<file path="src/source/dp_settings.svh">
`ifndef DP_SETTINGS_SVH
`define DP_SETTINGS_SVH

// datapath word width
`define DP_DATA_W 32

// register address width
`define DP_ADDR_W 5

// number of registers in the file
`define DP_NUM_REGS 32

// opcode field width
`define DP_OPC_W 6

// sub-opcode field width
`define DP_SUB_W 5

`endif

</file>
<file path="src/source/dp_pkg.sv">
`default_nettype none

`include "dp_settings.svh"

package dp_pkg;

  typedef enum logic [1:0] {
    imm5_ze  = 2'b00,
    imm15_se = 2'b01,
    imm15_ze = 2'b10,
    imm20_se = 2'b11
  } imm_sel_t;

  typedef enum logic [`DP_SUB_W-1:0] {
    alu_add  = 5'h00,
    alu_sub  = 5'h01,
    alu_and  = 5'h02,
    alu_or   = 5'h03,
    alu_xor  = 5'h04,
    alu_nor  = 5'h05,
    alu_slt  = 5'h06, // signed compare
    alu_sltu = 5'h07,
    alu_sll  = 5'h08,
    alu_srl  = 5'h09,
    alu_sra  = 5'h0a,
    alu_rotr = 5'h0b
  } alu_sub_t;

  localparam logic [`DP_OPC_W-1:0] ALU_OPCODE = 6'b000000; // alu class

  typedef struct packed {
    logic [`DP_DATA_W-1:0] src1;
    logic [`DP_DATA_W-1:0] src2;
    logic [`DP_OPC_W-1:0]  opcode;
    alu_sub_t              sub_opcode;
    logic                  wb_select; // 1 = write operand, 0 = alu result
    logic                  wb_en;
    logic [`DP_ADDR_W-1:0] rd;
  } ex_payload_t;

  typedef struct packed {
    logic [`DP_DATA_W-1:0] result;
    logic                  overflow;
    logic                  wb_en;
    logic [`DP_ADDR_W-1:0] rd;
  } wb_payload_t;

endpackage

`default_nettype wire

</file>
<file path="src/source/alu32.sv">
`timescale 1ns/100ps
`default_nettype none

`include "dp_settings.svh"

module alu32
  import dp_pkg::*;
(
  input  logic        ex_valid,
  output logic        ex_ready,
  input  ex_payload_t ex_payload,
  output logic        wb_valid,
  input  logic        wb_ready,
  output wb_payload_t wb_payload
);

  logic [`DP_DATA_W-1:0]   a;
  logic [`DP_DATA_W-1:0]   b;
  logic [4:0]              shamt;
  logic [`DP_DATA_W-1:0]   sum;
  logic [`DP_DATA_W-1:0]   diff;
  logic [2*`DP_DATA_W-1:0] rot_full;
  logic [`DP_DATA_W-1:0]   alu_result;
  logic                    alu_ovf;

  // handshake passes straight through
  assign wb_valid = ex_valid;
  assign ex_ready = wb_ready;

  assign a        = ex_payload.src1;
  assign b        = ex_payload.src2;
  assign shamt    = b[4:0];
  assign sum      = a + b;
  assign diff     = a - b;
  assign rot_full = {a, a} >> shamt;

  always_comb begin
    alu_result = '0; // unknown sub-opcode gives zero
    alu_ovf    = 1'b0;
    if (ex_payload.opcode != ALU_OPCODE) begin
      alu_result = b; // non-alu class passes operand
    end else begin
      case (ex_payload.sub_opcode)
        alu_add: begin
          alu_result = sum;
          alu_ovf    = (a[`DP_DATA_W-1] == b[`DP_DATA_W-1]) &&
                       (sum[`DP_DATA_W-1] != a[`DP_DATA_W-1]);
        end
        alu_sub: begin
          alu_result = diff;
          alu_ovf    = (a[`DP_DATA_W-1] != b[`DP_DATA_W-1]) &&
                       (diff[`DP_DATA_W-1] != a[`DP_DATA_W-1]);
        end
        alu_and:  alu_result = a & b;
        alu_or:   alu_result = a | b;
        alu_xor:  alu_result = a ^ b;
        alu_nor:  alu_result = ~(a | b);
        alu_slt:  alu_result = {{(`DP_DATA_W-1){1'b0}}, $signed(a) < $signed(b)};
        alu_sltu: alu_result = {{(`DP_DATA_W-1){1'b0}}, a < b};
        alu_sll:  alu_result = a << shamt;
        alu_srl:  alu_result = a >> shamt;
        alu_sra:  alu_result = $signed(a) >>> shamt;
        alu_rotr: alu_result = rot_full[`DP_DATA_W-1:0];
        default:  alu_result = '0;
      endcase
    end
  end

  // overflow only means something when the alu result is written
  always_comb begin
    wb_payload.result   = ex_payload.wb_select ? b : alu_result;
    wb_payload.overflow = alu_ovf & !ex_payload.wb_select;
    wb_payload.wb_en    = ex_payload.wb_en;
    wb_payload.rd       = ex_payload.rd;
  end

endmodule

`default_nettype wire

</file>
<file path="src/source/datapath_top.sv">
`timescale 1ns/100ps
`default_nettype none

`include "dp_settings.svh"

module datapath_top
  import dp_pkg::*;
(
  input  logic                  clk,
  input  logic                  rst_n,
  input  logic                  cmd_valid,
  output logic                  cmd_ready,
  input  logic [`DP_ADDR_W-1:0] rs1,
  input  logic [`DP_ADDR_W-1:0] rs2,
  input  logic [`DP_ADDR_W-1:0] rd,
  input  logic [4:0]            imm_5bit,
  input  logic [14:0]           imm_15bit,
  input  logic [19:0]           imm_20bit,
  input  logic [1:0]            imm_sel,
  input  logic                  imm_reg_select,
  input  logic                  wb_select,
  input  logic                  wb_en,
  input  logic [`DP_OPC_W-1:0]  opcode,
  input  logic [`DP_SUB_W-1:0]  sub_opcode,
  output logic                  res_valid,
  input  logic                  res_ready,
  output logic [`DP_ADDR_W-1:0] res_rd,
  output logic [`DP_DATA_W-1:0] res_data,
  output logic                  res_overflow,
  output logic                  res_wb_en
);

  logic [`DP_ADDR_W-1:0] rd_addr1;
  logic [`DP_ADDR_W-1:0] rd_addr2;
  logic [`DP_DATA_W-1:0] rd_data1;
  logic [`DP_DATA_W-1:0] rd_data2;
  logic                  ex_in_valid;
  logic                  ex_in_ready;
  ex_payload_t           ex_in_data;
  logic                  ex_out_valid;
  logic                  ex_out_ready;
  ex_payload_t           ex_out_data;
  logic                  wb_in_valid;
  logic                  wb_in_ready;
  wb_payload_t           wb_in_data;
  wb_payload_t           wb_out_data;
  logic                  wb_fire;

  assign wb_fire = res_valid & res_ready & res_wb_en; // register write this edge

  operand_stage u_operand_stage (
    .clk(clk), .rst_n(rst_n),
    .cmd_valid(cmd_valid), .cmd_ready(cmd_ready),
    .rs1(rs1), .rs2(rs2), .rd(rd),
    .imm_5bit(imm_5bit), .imm_15bit(imm_15bit), .imm_20bit(imm_20bit),
    .imm_sel(imm_sel), .imm_reg_select(imm_reg_select),
    .wb_select(wb_select), .wb_en(wb_en),
    .opcode(opcode), .sub_opcode(sub_opcode),
    .rd_addr1(rd_addr1), .rd_addr2(rd_addr2),
    .rd_data1(rd_data1), .rd_data2(rd_data2),
    .ex_valid(ex_in_valid), .ex_payload(ex_in_data), .ex_ready(ex_in_ready),
    .wb_fire(wb_fire), .wb_addr(res_rd)
  );

  stage_reg #(.payload_t(ex_payload_t)) ex_stage (
    .clk(clk), .rst_n(rst_n),
    .in_valid(ex_in_valid), .in_ready(ex_in_ready), .in_data(ex_in_data),
    .out_valid(ex_out_valid), .out_ready(ex_out_ready), .out_data(ex_out_data)
  );

  alu32 u_alu32 (
    .ex_valid(ex_out_valid), .ex_ready(ex_out_ready), .ex_payload(ex_out_data),
    .wb_valid(wb_in_valid), .wb_ready(wb_in_ready), .wb_payload(wb_in_data)
  );

  stage_reg #(.payload_t(wb_payload_t)) wb_stage (
    .clk(clk), .rst_n(rst_n),
    .in_valid(wb_in_valid), .in_ready(wb_in_ready), .in_data(wb_in_data),
    .out_valid(res_valid), .out_ready(res_ready), .out_data(wb_out_data)
  );

  regfile u_regfile (
    .clk(clk), .rst_n(rst_n),
    .rd_addr1(rd_addr1), .rd_addr2(rd_addr2),
    .wr_en(wb_fire), .wr_addr(res_rd), .wr_data(res_data),
    .rd_data1(rd_data1), .rd_data2(rd_data2)
  );

  assign res_rd       = wb_out_data.rd;
  assign res_data     = wb_out_data.result;
  assign res_overflow = wb_out_data.overflow;
  assign res_wb_en    = wb_out_data.wb_en;

endmodule

`default_nettype wire

</file>
<file path="src/source/operand_stage.sv">
`timescale 1ns/100ps
`default_nettype none

`include "dp_settings.svh"

module operand_stage
  import dp_pkg::*;
(
  input  logic                  clk,
  input  logic                  rst_n,
  input  logic                  cmd_valid,
  output logic                  cmd_ready,
  input  logic [`DP_ADDR_W-1:0] rs1,
  input  logic [`DP_ADDR_W-1:0] rs2,
  input  logic [`DP_ADDR_W-1:0] rd,
  input  logic [4:0]            imm_5bit,
  input  logic [14:0]           imm_15bit,
  input  logic [19:0]           imm_20bit,
  input  logic [1:0]            imm_sel,
  input  logic                  imm_reg_select,
  input  logic                  wb_select,
  input  logic                  wb_en,
  input  logic [`DP_OPC_W-1:0]  opcode,
  input  logic [`DP_SUB_W-1:0]  sub_opcode,
  output logic [`DP_ADDR_W-1:0] rd_addr1,
  output logic [`DP_ADDR_W-1:0] rd_addr2,
  input  logic [`DP_DATA_W-1:0] rd_data1,
  input  logic [`DP_DATA_W-1:0] rd_data2,
  output logic                  ex_valid,
  output ex_payload_t           ex_payload,
  input  logic                  ex_ready,
  input  logic                  wb_fire,
  input  logic [`DP_ADDR_W-1:0] wb_addr
);

  logic [`DP_DATA_W-1:0]   imm_ext;
  logic [`DP_NUM_REGS-1:0] busy;
  logic [`DP_NUM_REGS-1:0] busy_live;
  logic                    hazard;
  logic                    accept;

  assign rd_addr1 = rs1;
  assign rd_addr2 = rs2;

  always_comb begin
    case (imm_sel_t'(imm_sel))
      imm5_ze:  imm_ext = {{(`DP_DATA_W-5){1'b0}}, imm_5bit};
      imm15_se: imm_ext = {{(`DP_DATA_W-15){imm_15bit[14]}}, imm_15bit};
      imm15_ze: imm_ext = {{(`DP_DATA_W-15){1'b0}}, imm_15bit};
      imm20_se: imm_ext = {{(`DP_DATA_W-20){imm_20bit[19]}}, imm_20bit};
      default:  imm_ext = '0;
    endcase
  end

  // a retiring result frees its register this cycle
  always_comb begin
    busy_live = busy;
    if (wb_fire) busy_live[wb_addr] = 1'b0;
  end

  // rd is also checked so two writes to one register never overlap
  assign hazard = busy_live[rs1] | (!imm_reg_select & busy_live[rs2]) |
                  (wb_en & busy_live[rd]);

  assign cmd_ready = ex_ready & !hazard;
  assign ex_valid  = cmd_valid & !hazard;
  assign accept    = cmd_valid & cmd_ready;

  always_ff @(posedge clk) begin
    if (!rst_n) begin
      busy <= '0;
    end else begin
      busy <= busy_live;
      if (accept && wb_en) busy[rd] <= 1'b1; // set wins over clear
    end
  end

  always_comb begin
    ex_payload.src1       = rd_data1;
    ex_payload.src2       = imm_reg_select ? imm_ext : rd_data2;
    ex_payload.opcode     = opcode;
    ex_payload.sub_opcode = alu_sub_t'(sub_opcode);
    ex_payload.wb_select  = wb_select;
    ex_payload.wb_en      = wb_en;
    ex_payload.rd         = rd;
  end

endmodule

`default_nettype wire

</file>
<file path="src/source/regfile.sv">
`timescale 1ns/100ps
`default_nettype none

`include "dp_settings.svh"

module regfile (
  input  logic                  clk,
  input  logic                  rst_n,
  input  logic [`DP_ADDR_W-1:0] rd_addr1,
  input  logic [`DP_ADDR_W-1:0] rd_addr2,
  input  logic                  wr_en,
  input  logic [`DP_ADDR_W-1:0] wr_addr,
  input  logic [`DP_DATA_W-1:0] wr_data,
  output logic [`DP_DATA_W-1:0] rd_data1,
  output logic [`DP_DATA_W-1:0] rd_data2
);

  logic [`DP_DATA_W-1:0] regs [`DP_NUM_REGS];
  logic                  hit1;
  logic                  hit2;

  always_ff @(posedge clk) begin
    if (!rst_n) begin
      for (int i = 0; i < `DP_NUM_REGS; i++) begin
        regs[i] <= '0; // all registers read zero after reset
      end
    end else if (wr_en) begin
      regs[wr_addr] <= wr_data;
    end
  end

  // same-cycle write is visible on the read ports
  assign hit1 = wr_en && (wr_addr == rd_addr1);
  assign hit2 = wr_en && (wr_addr == rd_addr2);

  assign rd_data1 = hit1 ? wr_data : regs[rd_addr1];
  assign rd_data2 = hit2 ? wr_data : regs[rd_addr2];

endmodule

`default_nettype wire

</file>
<file path="src/source/stage_reg.sv">
`timescale 1ns/100ps
`default_nettype none

module stage_reg #(
  parameter type payload_t = logic [31:0]
) (
  input  logic     clk,
  input  logic     rst_n,
  input  logic     in_valid,
  output logic     in_ready,
  input  payload_t in_data,
  output logic     out_valid,
  input  logic     out_ready,
  output payload_t out_data
);

  logic     full;
  payload_t data_q;
  logic     load;

  // refill while the current entry drains
  assign in_ready = !full || out_ready;
  assign load     = in_valid && in_ready;

  always_ff @(posedge clk) begin
    if (!rst_n) begin
      full <= 1'b0;
    end else if (load) begin
      full <= 1'b1;
    end else if (out_ready) begin
      full <= 1'b0;
    end
  end

  always_ff @(posedge clk) begin
    if (load) data_q <= in_data;
  end

  assign out_valid = full;
  assign out_data  = data_q;

endmodule

`default_nettype wire

</file>
<file path="config.mk">
export PLATFORM = sky130hd
export DESIGN_NAME = datapath_top
export DESIGN_NICKNAME = d
export VERILOG_FILES = /design/src/source/dp_pkg.sv /design/src/source/alu32.sv /design/src/source/datapath_top.sv /design/src/source/operand_stage.sv /design/src/source/regfile.sv /design/src/source/stage_reg.sv
export VERILOG_INCLUDE_DIRS = /design/src /design/src/source
export SDC_FILE = /design/constraint.sdc
export NUM_CORES = 2
export LEC_CHECK = 0
export BUFFER_PORTS_ARGS = -buffer_cell sky130_fd_sc_hd__buf_2
export CORE_ASPECT_RATIO = 1.1
export CORE_UTILIZATION = 58
export CTS_CLUSTER_SIZE = 24
export DETAILED_ROUTE_END_ITERATION = 8
export MAX_ROUTING_LAYER = met4
export PLACE_DENSITY = 0.77
export SETUP_SLACK_MARGIN = 0.1
export SYNTH_ARGS = -nofsm -noshare
export SYNTH_HDL_FRONTEND = slang
export SYNTH_SLANG_ARGS = --single-unit
</file>
<file path="constraint.sdc">
create_clock -name clk -period 4.9 [get_ports clk]
set_input_delay 0 -clock clk [delete_from_list [all_inputs] [get_ports clk]]
set_output_delay 0 -clock clk [all_outputs]
set_load 0.01 [all_outputs]
</file>
* Word level (Yosys, flattened, before mapping) *
Memories as Yosys holds them, arrays and structs flattened.
Index checks and enable logic that the tools add are counted.

cells by class
  add/subtract/negate cells = 2
  multiply operators = 0
  divide/modulo/power cells = 0
  magnitude comparators = 8
  equal/unequal tests = 20
  shift operators = 4
  multiplexer cells = 32
  bitwise operators = 17
  reductions and logical operators = 22

operators by type and width
  operator                                                           number
  one-hot mux 32 bit (12 select lines)                               1
  two-way mux 32 bit                                                 8
  one-hot mux 32 bit (4 select lines)                                1
  bitwise AND 32 bit                                                 2
  < comparator 32 bit                                                2
  inverter 32 bit                                                    2
  bitwise OR 32 bit                                                  2
  >> shifter 64 x 5 -> 32 bit                                        1
  adder 32 bit                                                       1
  OR reduction 32 bit                                                1
  << shifter 32 x 5 -> 32 bit                                        1
  >> shifter 32 x 5 -> 32 bit                                        1
  >>> shifter 32 x 5 -> 32 bit                                       1
  subtractor 32 bit                                                  1
  XOR 32 bit                                                         1
  < comparator 5 x 6 -> 1 bit, second input constant                 4
  == test 5 x 3 -> 1 bit, second input constant                      4
  == test 5 x 4 -> 1 bit, second input constant                      4
  binary-select mux 1 bit (select 5 bit)                             3
  two-way mux 1 bit                                                  15
  demux 1 bit (select 5 bit)                                         2
  == test 5 x 2 -> 1 bit, second input constant                      2
  == test 5 bit                                                      2
  greater-or-equal comparator 5 x 1 -> 1 bit, second input constant  2
  other kinds (16)                                                   41

word-level totals
  register bits after elaboration = 155
  latch bits = 0
  memory bits (writable) = 1024
  bits in read-only memories = 0
  input bits = 75
  output and inout port bits = 41
  memories = 1

memory list
  name            words  bits a word  rd ports  clocked after memory_dff  wr ports  line           text
  u_regfile.regs  32     32           2         0                         32        regfile.sv:18  logic [`DP_DATA_W-1:0] regs [`DP_NUM_REGS];

* Depth between registers and ports, before layout *
  depth after elaboration = 17
  mapped depth = 15
  gate-level depth less buffers = 13

* By module *
A second synthesis with hierarchy kept.

unflattened totals
  cell total of the unflattened synthesis = 6236
  area, all modules = 73713.2 µm²

by module, submodules not included
  module                 times used  cells an instance  area an instance (µm²)
  regfile                1           4096               56248.9
  alu32                  1           1503               10192.3
  operand_stage          1           505                3517.1
  stage_reg at ex_stage  1           87                 2519.9
  stage_reg at wb_stage  1           44                 1228.7
  datapath_top           1           1                  6.3

* Least setup slack after synthesis *
OpenSTA, ideal clock, no wires.

  path kind = flip-flop to flip-flop
  start = reg wb_stage.data_q (netlist bit wb_stage.out_data[1])
  end = reg ex_stage.data_q (netlist bit ex_stage.out_data[0]), enable pin
  data arrival time = 4.331 ns
  data required time = 4.450 ns
  path slack = 0.120 ns
  stages on the path, launching flop included = 10
  path buffers = 1
  period minus slack after synthesis = 4.780 ns
  cell sequence = edfxtp_1 buf_6 xor2_2 a2111oi_4 a21oi_1 mux4_2 or3_1 nand4_1 and4b_1 and2_1

between the ends
  word-level cells in the longest chain between the ends = 15

RTL lines
  element                                                                                                                 line                 text
  start: declaration                                                                                                      stage_reg.sv:18      payload_t data_q;
  start signal: assignment                                                                                                stage_reg.sv:36      if (load) data_q <= in_data;
  < comparator 5 x 6 -> 1 bit (implied by the code) / greater-or-equal comparator 5 x 1 -> 1 bit (equally long branches)  operand_stage.sv:58  if (wb_fire) busy_live[wb_addr] = 1'b0;
  logical AND 1 bit (implied by the code)                                                                                 operand_stage.sv:58
  two-way mux 1 bit (implied by the code)                                                                                 operand_stage.sv:58
  demux 1 bit (select 5 bit) (*)                                                                                          n/a
  inverter 32 bit (no line) (*)                                                                                           n/a
  bitwise AND 32 bit (no line) (*)                                                                                        n/a
  two-way mux 32 bit (*)                                                                                                  operand_stage.sv:58
  binary-select mux 1 bit (select 5 bit)                                                                                  operand_stage.sv:62  assign hazard = busy_live[rs1] | (!imm_reg_select & busy_live[rs2]) |
  two-way mux 1 bit (implied by the code)                                                                                 operand_stage.sv:62
  bitwise AND 1 bit                                                                                                       operand_stage.sv:62
  bitwise OR 1 bit                                                                                                        operand_stage.sv:62
  bitwise OR 1 bit (*)                                                                                                    operand_stage.sv:62
  zero test 1 bit (*)                                                                                                     operand_stage.sv:66  assign ex_valid = cmd_valid & !hazard;
  bitwise AND 1 bit (*)                                                                                                   operand_stage.sv:66
  logical AND 1 bit (*)                                                                                                   stage_reg.sv:23      assign load = in_valid && in_ready;
  net ex_stage.load                                                                                                       stage_reg.sv:19      logic load;
  end signal: assignment                                                                                                  stage_reg.sv:36
  end: declaration                                                                                                        stage_reg.sv:18

Mark *: on every way through the listed nets, which the timed path passes. The rest lies on a longest branch. The select of a mux whose other input is x is not followed.
A chain may end at the register's enable or synchronous reset.

==> results.ini <==
[clock_tree]
clk_path_buf_depth = 3
clk_latency_ps = 780
clock-sinks = 1179
cts-root-buf = clkbuf_16
cts_buffers = 119
cts_tree = built
postCtsSetupBuffers = 0
h-tree-depth = 3
clk_pin_slew_ps = 60

[critical_path]
critPathArrivalTime_ps = 5020
critPathSlowestCell = or4b_2
crit_path_max_incr_delay_ps = 640
required_ps = 5420
path_buf_inv = 1
critPathKind = reg2reg
cpLargestDelayFamily = compound AO/OA/AOI/OAI gates
crit_path_end_kind = flop
path_cells = inv_1 -> ha_1 -> or3_1 -> nor4_1 -> a21boi_1 -> a211oi_1 -> o211ai_1 -> a21oi_1 -> or4b_2 -> a31oi_1 -> o21ai_0
cp_max_fo = 13
worstSetupStartpointType = flop

[synth]
ys_ff_latch = 1179
synth_most_common_cell = edfxtp_1
syn_nets = 5588
synth_ff_type = edfxtp_1
netlist.area_leader.share_pct = 47.9
yosysTopAreaCell = edfxtp_1
yosys_warnings = 0
synth_area_um2 = 71800
synth.distinct_cells = 94
synthTopCellsByArea = edfxtp_1 48%, mux4_2 22%, and2_1 9.0%
synthCells = 5407
synth-edff-count = 1145
synthArstFlopShare_pct = 0
syn_area_per_cell_um2 = 13.3
yosys-top-cells-count = 1145 x edfxtp_1, 1035 x and2_1, 699 x mux4_2
synth-seq-area-share_pct = 48.9

[power_and_ir_drop]
p_total_uw = 25000
ir_drop_uv = 316
power.density_nw_per_um2 = 315
swShare_pct = 27.7
p_int_uw = 18100
clkPwrFrac_pct = 35.9
p_leak_uw = 0.0286
p_switching_uw = 6940
p_seq_share_pct = 47.1
p_comb_share_pct = 16.9

[outcome]
status = complete, but fails checks
violations = capacitance limit, slew limit

[detailed_routing]
drtIter0Drc = 9362
drtAntennaViolNets = 0
met3_wirelength_um = 38500
drt-total-wl_um = 270000
highest_layer = met4
viasPerCell = 7.47
vias = 53600
wl_met1_um = 83200
route.detailed.drc = 0
route.met2.wl_um = 126000
route.detailed.wl_per_inst_um = 37.6
drtPass1Iterations = 9

[placed_design]
placed_cell_area_um2 = 74800
hpwl_um = 170000
io_buffer_count = 115
dp_slack_ps = 229
gp_congestion = 1.08

[timing]
fin_crit_ps = 4500
tns_ps = 0
hold_viol = 0
skew_ps = 38.2
finalSetupViolCount = 0
rsz0062_at_grt = no
maxSlewViolCount = 1
worst_pin_slew_ps = 1500
maxSlewHeadroom_pct = -0.250
fmax_mhz = 222
finalCritPeriodShare_pct = 91.9
finalWorstSetupSlack_ps = 397

[grt]
grt_pass1_vias = 52900
grt_max_degree = 104
grt_overflow = 0
grt_first_pass_wirelength_um = 379000
track_usage_pct = 44.9
antenna_found_initial = 34

[floorplan]
die_h_um = 371
core-area_um2 = 122000
boundaryPins = 116
dieWidth_um = 337
die_area_um2 = 125000
initial_utilization_pct = 58.8
rows = 134

[final_layout]
drive_gt1_share_pct = 24.4
fin_nets = 5602
fin_area_um2 = 79500
area_growth_pct = 10.8

[run]
maxCapViolations = 1

[worst_hold_path]
hp-class = in2reg

state kept, by name, indices dropped and copies added, names as in the netlist:
register / flops
wb_stage.out_data: 39
wb_stage.out_valid: 1
ex_stage.out_valid: 1
ex_stage.out_data: 82
u_regfile.regs: 1024
u_operand_stage.busy: 32
worst register-to-register path, cell delays in order, from the launching register on:
cell and delay, ps:
edfxtp_1 570, inv_1 90, ha_1 450, or3_1 440, nor4_1 190, a21boi_1 560
a211oi_1 360, o211ai_1 480, a21oi_1 200, or4b_2 640, a31oi_1 170, o21ai_0 90
path summary, 6_finish.rpt:
path | startpoint | end | slack (ps) | cells past startpoint
setup / recovery | ex_stage.out_data[59] | wb_stage.out_data[7] | 400 | 11
hold / removal | wb_en | ex_stage.out_data[5] | 40 | 2
setup reg to reg | ex_stage.out_data[59] | wb_stage.out_data[7] | 400 | 11
hold reg to reg | ex_stage.out_data[3] | wb_stage.out_data[3] | 420 | 0
final cells by class:
cell class	instances	area (um2)
Timing Repair Buffer	422	3390
Clock inverter	58	532
Inverter	116	440
Tap cell	1632	2040
Multi-Input combinational cell	3583	34700
Clock buffer	155	3200
Sequential cell	1179	35100
Fill cell	8746	42600
Antenna cell	34	85.1
metal layers:
metal  global-route usage (%)  up-vias
met5                        -        -
met4                     31.0        0
met3                     14.0     1271
met2                     67.4     4921
met1                     51.4    26500
li1                         -    20900
cells by family (layout without fill, tap and decap cells):
kind of cell	count (synthesis)	in the layout	share of synthesized area, %
AND/OR/NAND/NOR	1798	1798	13.9
flip-flops	1179	1179	48.9
multiplexers	867	867	24.3
AO/OA/AOI/OAI	798	798	7.38
buffers and inverters	645	751	3.49
adder cells (fa/ha/maj)	106	106	1.87
XOR/XNOR	14	14	0.181
other	0	34	0
cell usage in the layout (no fill, tap or decap), types with 32 or more instances in the layout:
master / count
edfxtp_1: 1145
and2_1: 1034
mux4_2: 699
nor2_1: 241
nand2_1: 225
buf_4: 202
a21oi_1: 199
o21ai_0: 167
mux2i_1: 135
clkbuf_16: 122
inv_1: 111
buf_2: 106
ha_1: 104
dlygate4sd3_1: 90
nand3_1: 65
o211ai_1: 52
a221oi_1: 43
diode_2: 34
dfxtp_1: 34
nor3_1: 33
o22ai_1: 33
o31ai_1: 32
mux2_2: 32
through the flow:
stage               hold WS [ps]  cells  util [%]
floorplan                   98.9   5407         -
global placement             178   6840      61.3
detailed placement           179   6840      61.3
CTS                         4.74   7143      65.0
global route                43.3   7166      65.1
finish                      40.7   7179      65.1
power by group through the flow:
stage	clock [uW]	combinational [uW]	sequential, uW
6_report	9000	4240	11800
5_1_grt	9340	4350	11800
4_1_cts	8980	4070	11800
3_5_place_dp	0	3980	12000
3_3_place_gp	0	3970	11900
2_1_floorplan	0	2610	11900
timing repair:
action,in CTS,in global routing
setup endpoints to repair,0,1
endpoints found under the hold margin,104,0
hold buffers,90,0
resized for setup,0,1
No activity file was read; power rests on OpenSTA's default activity.
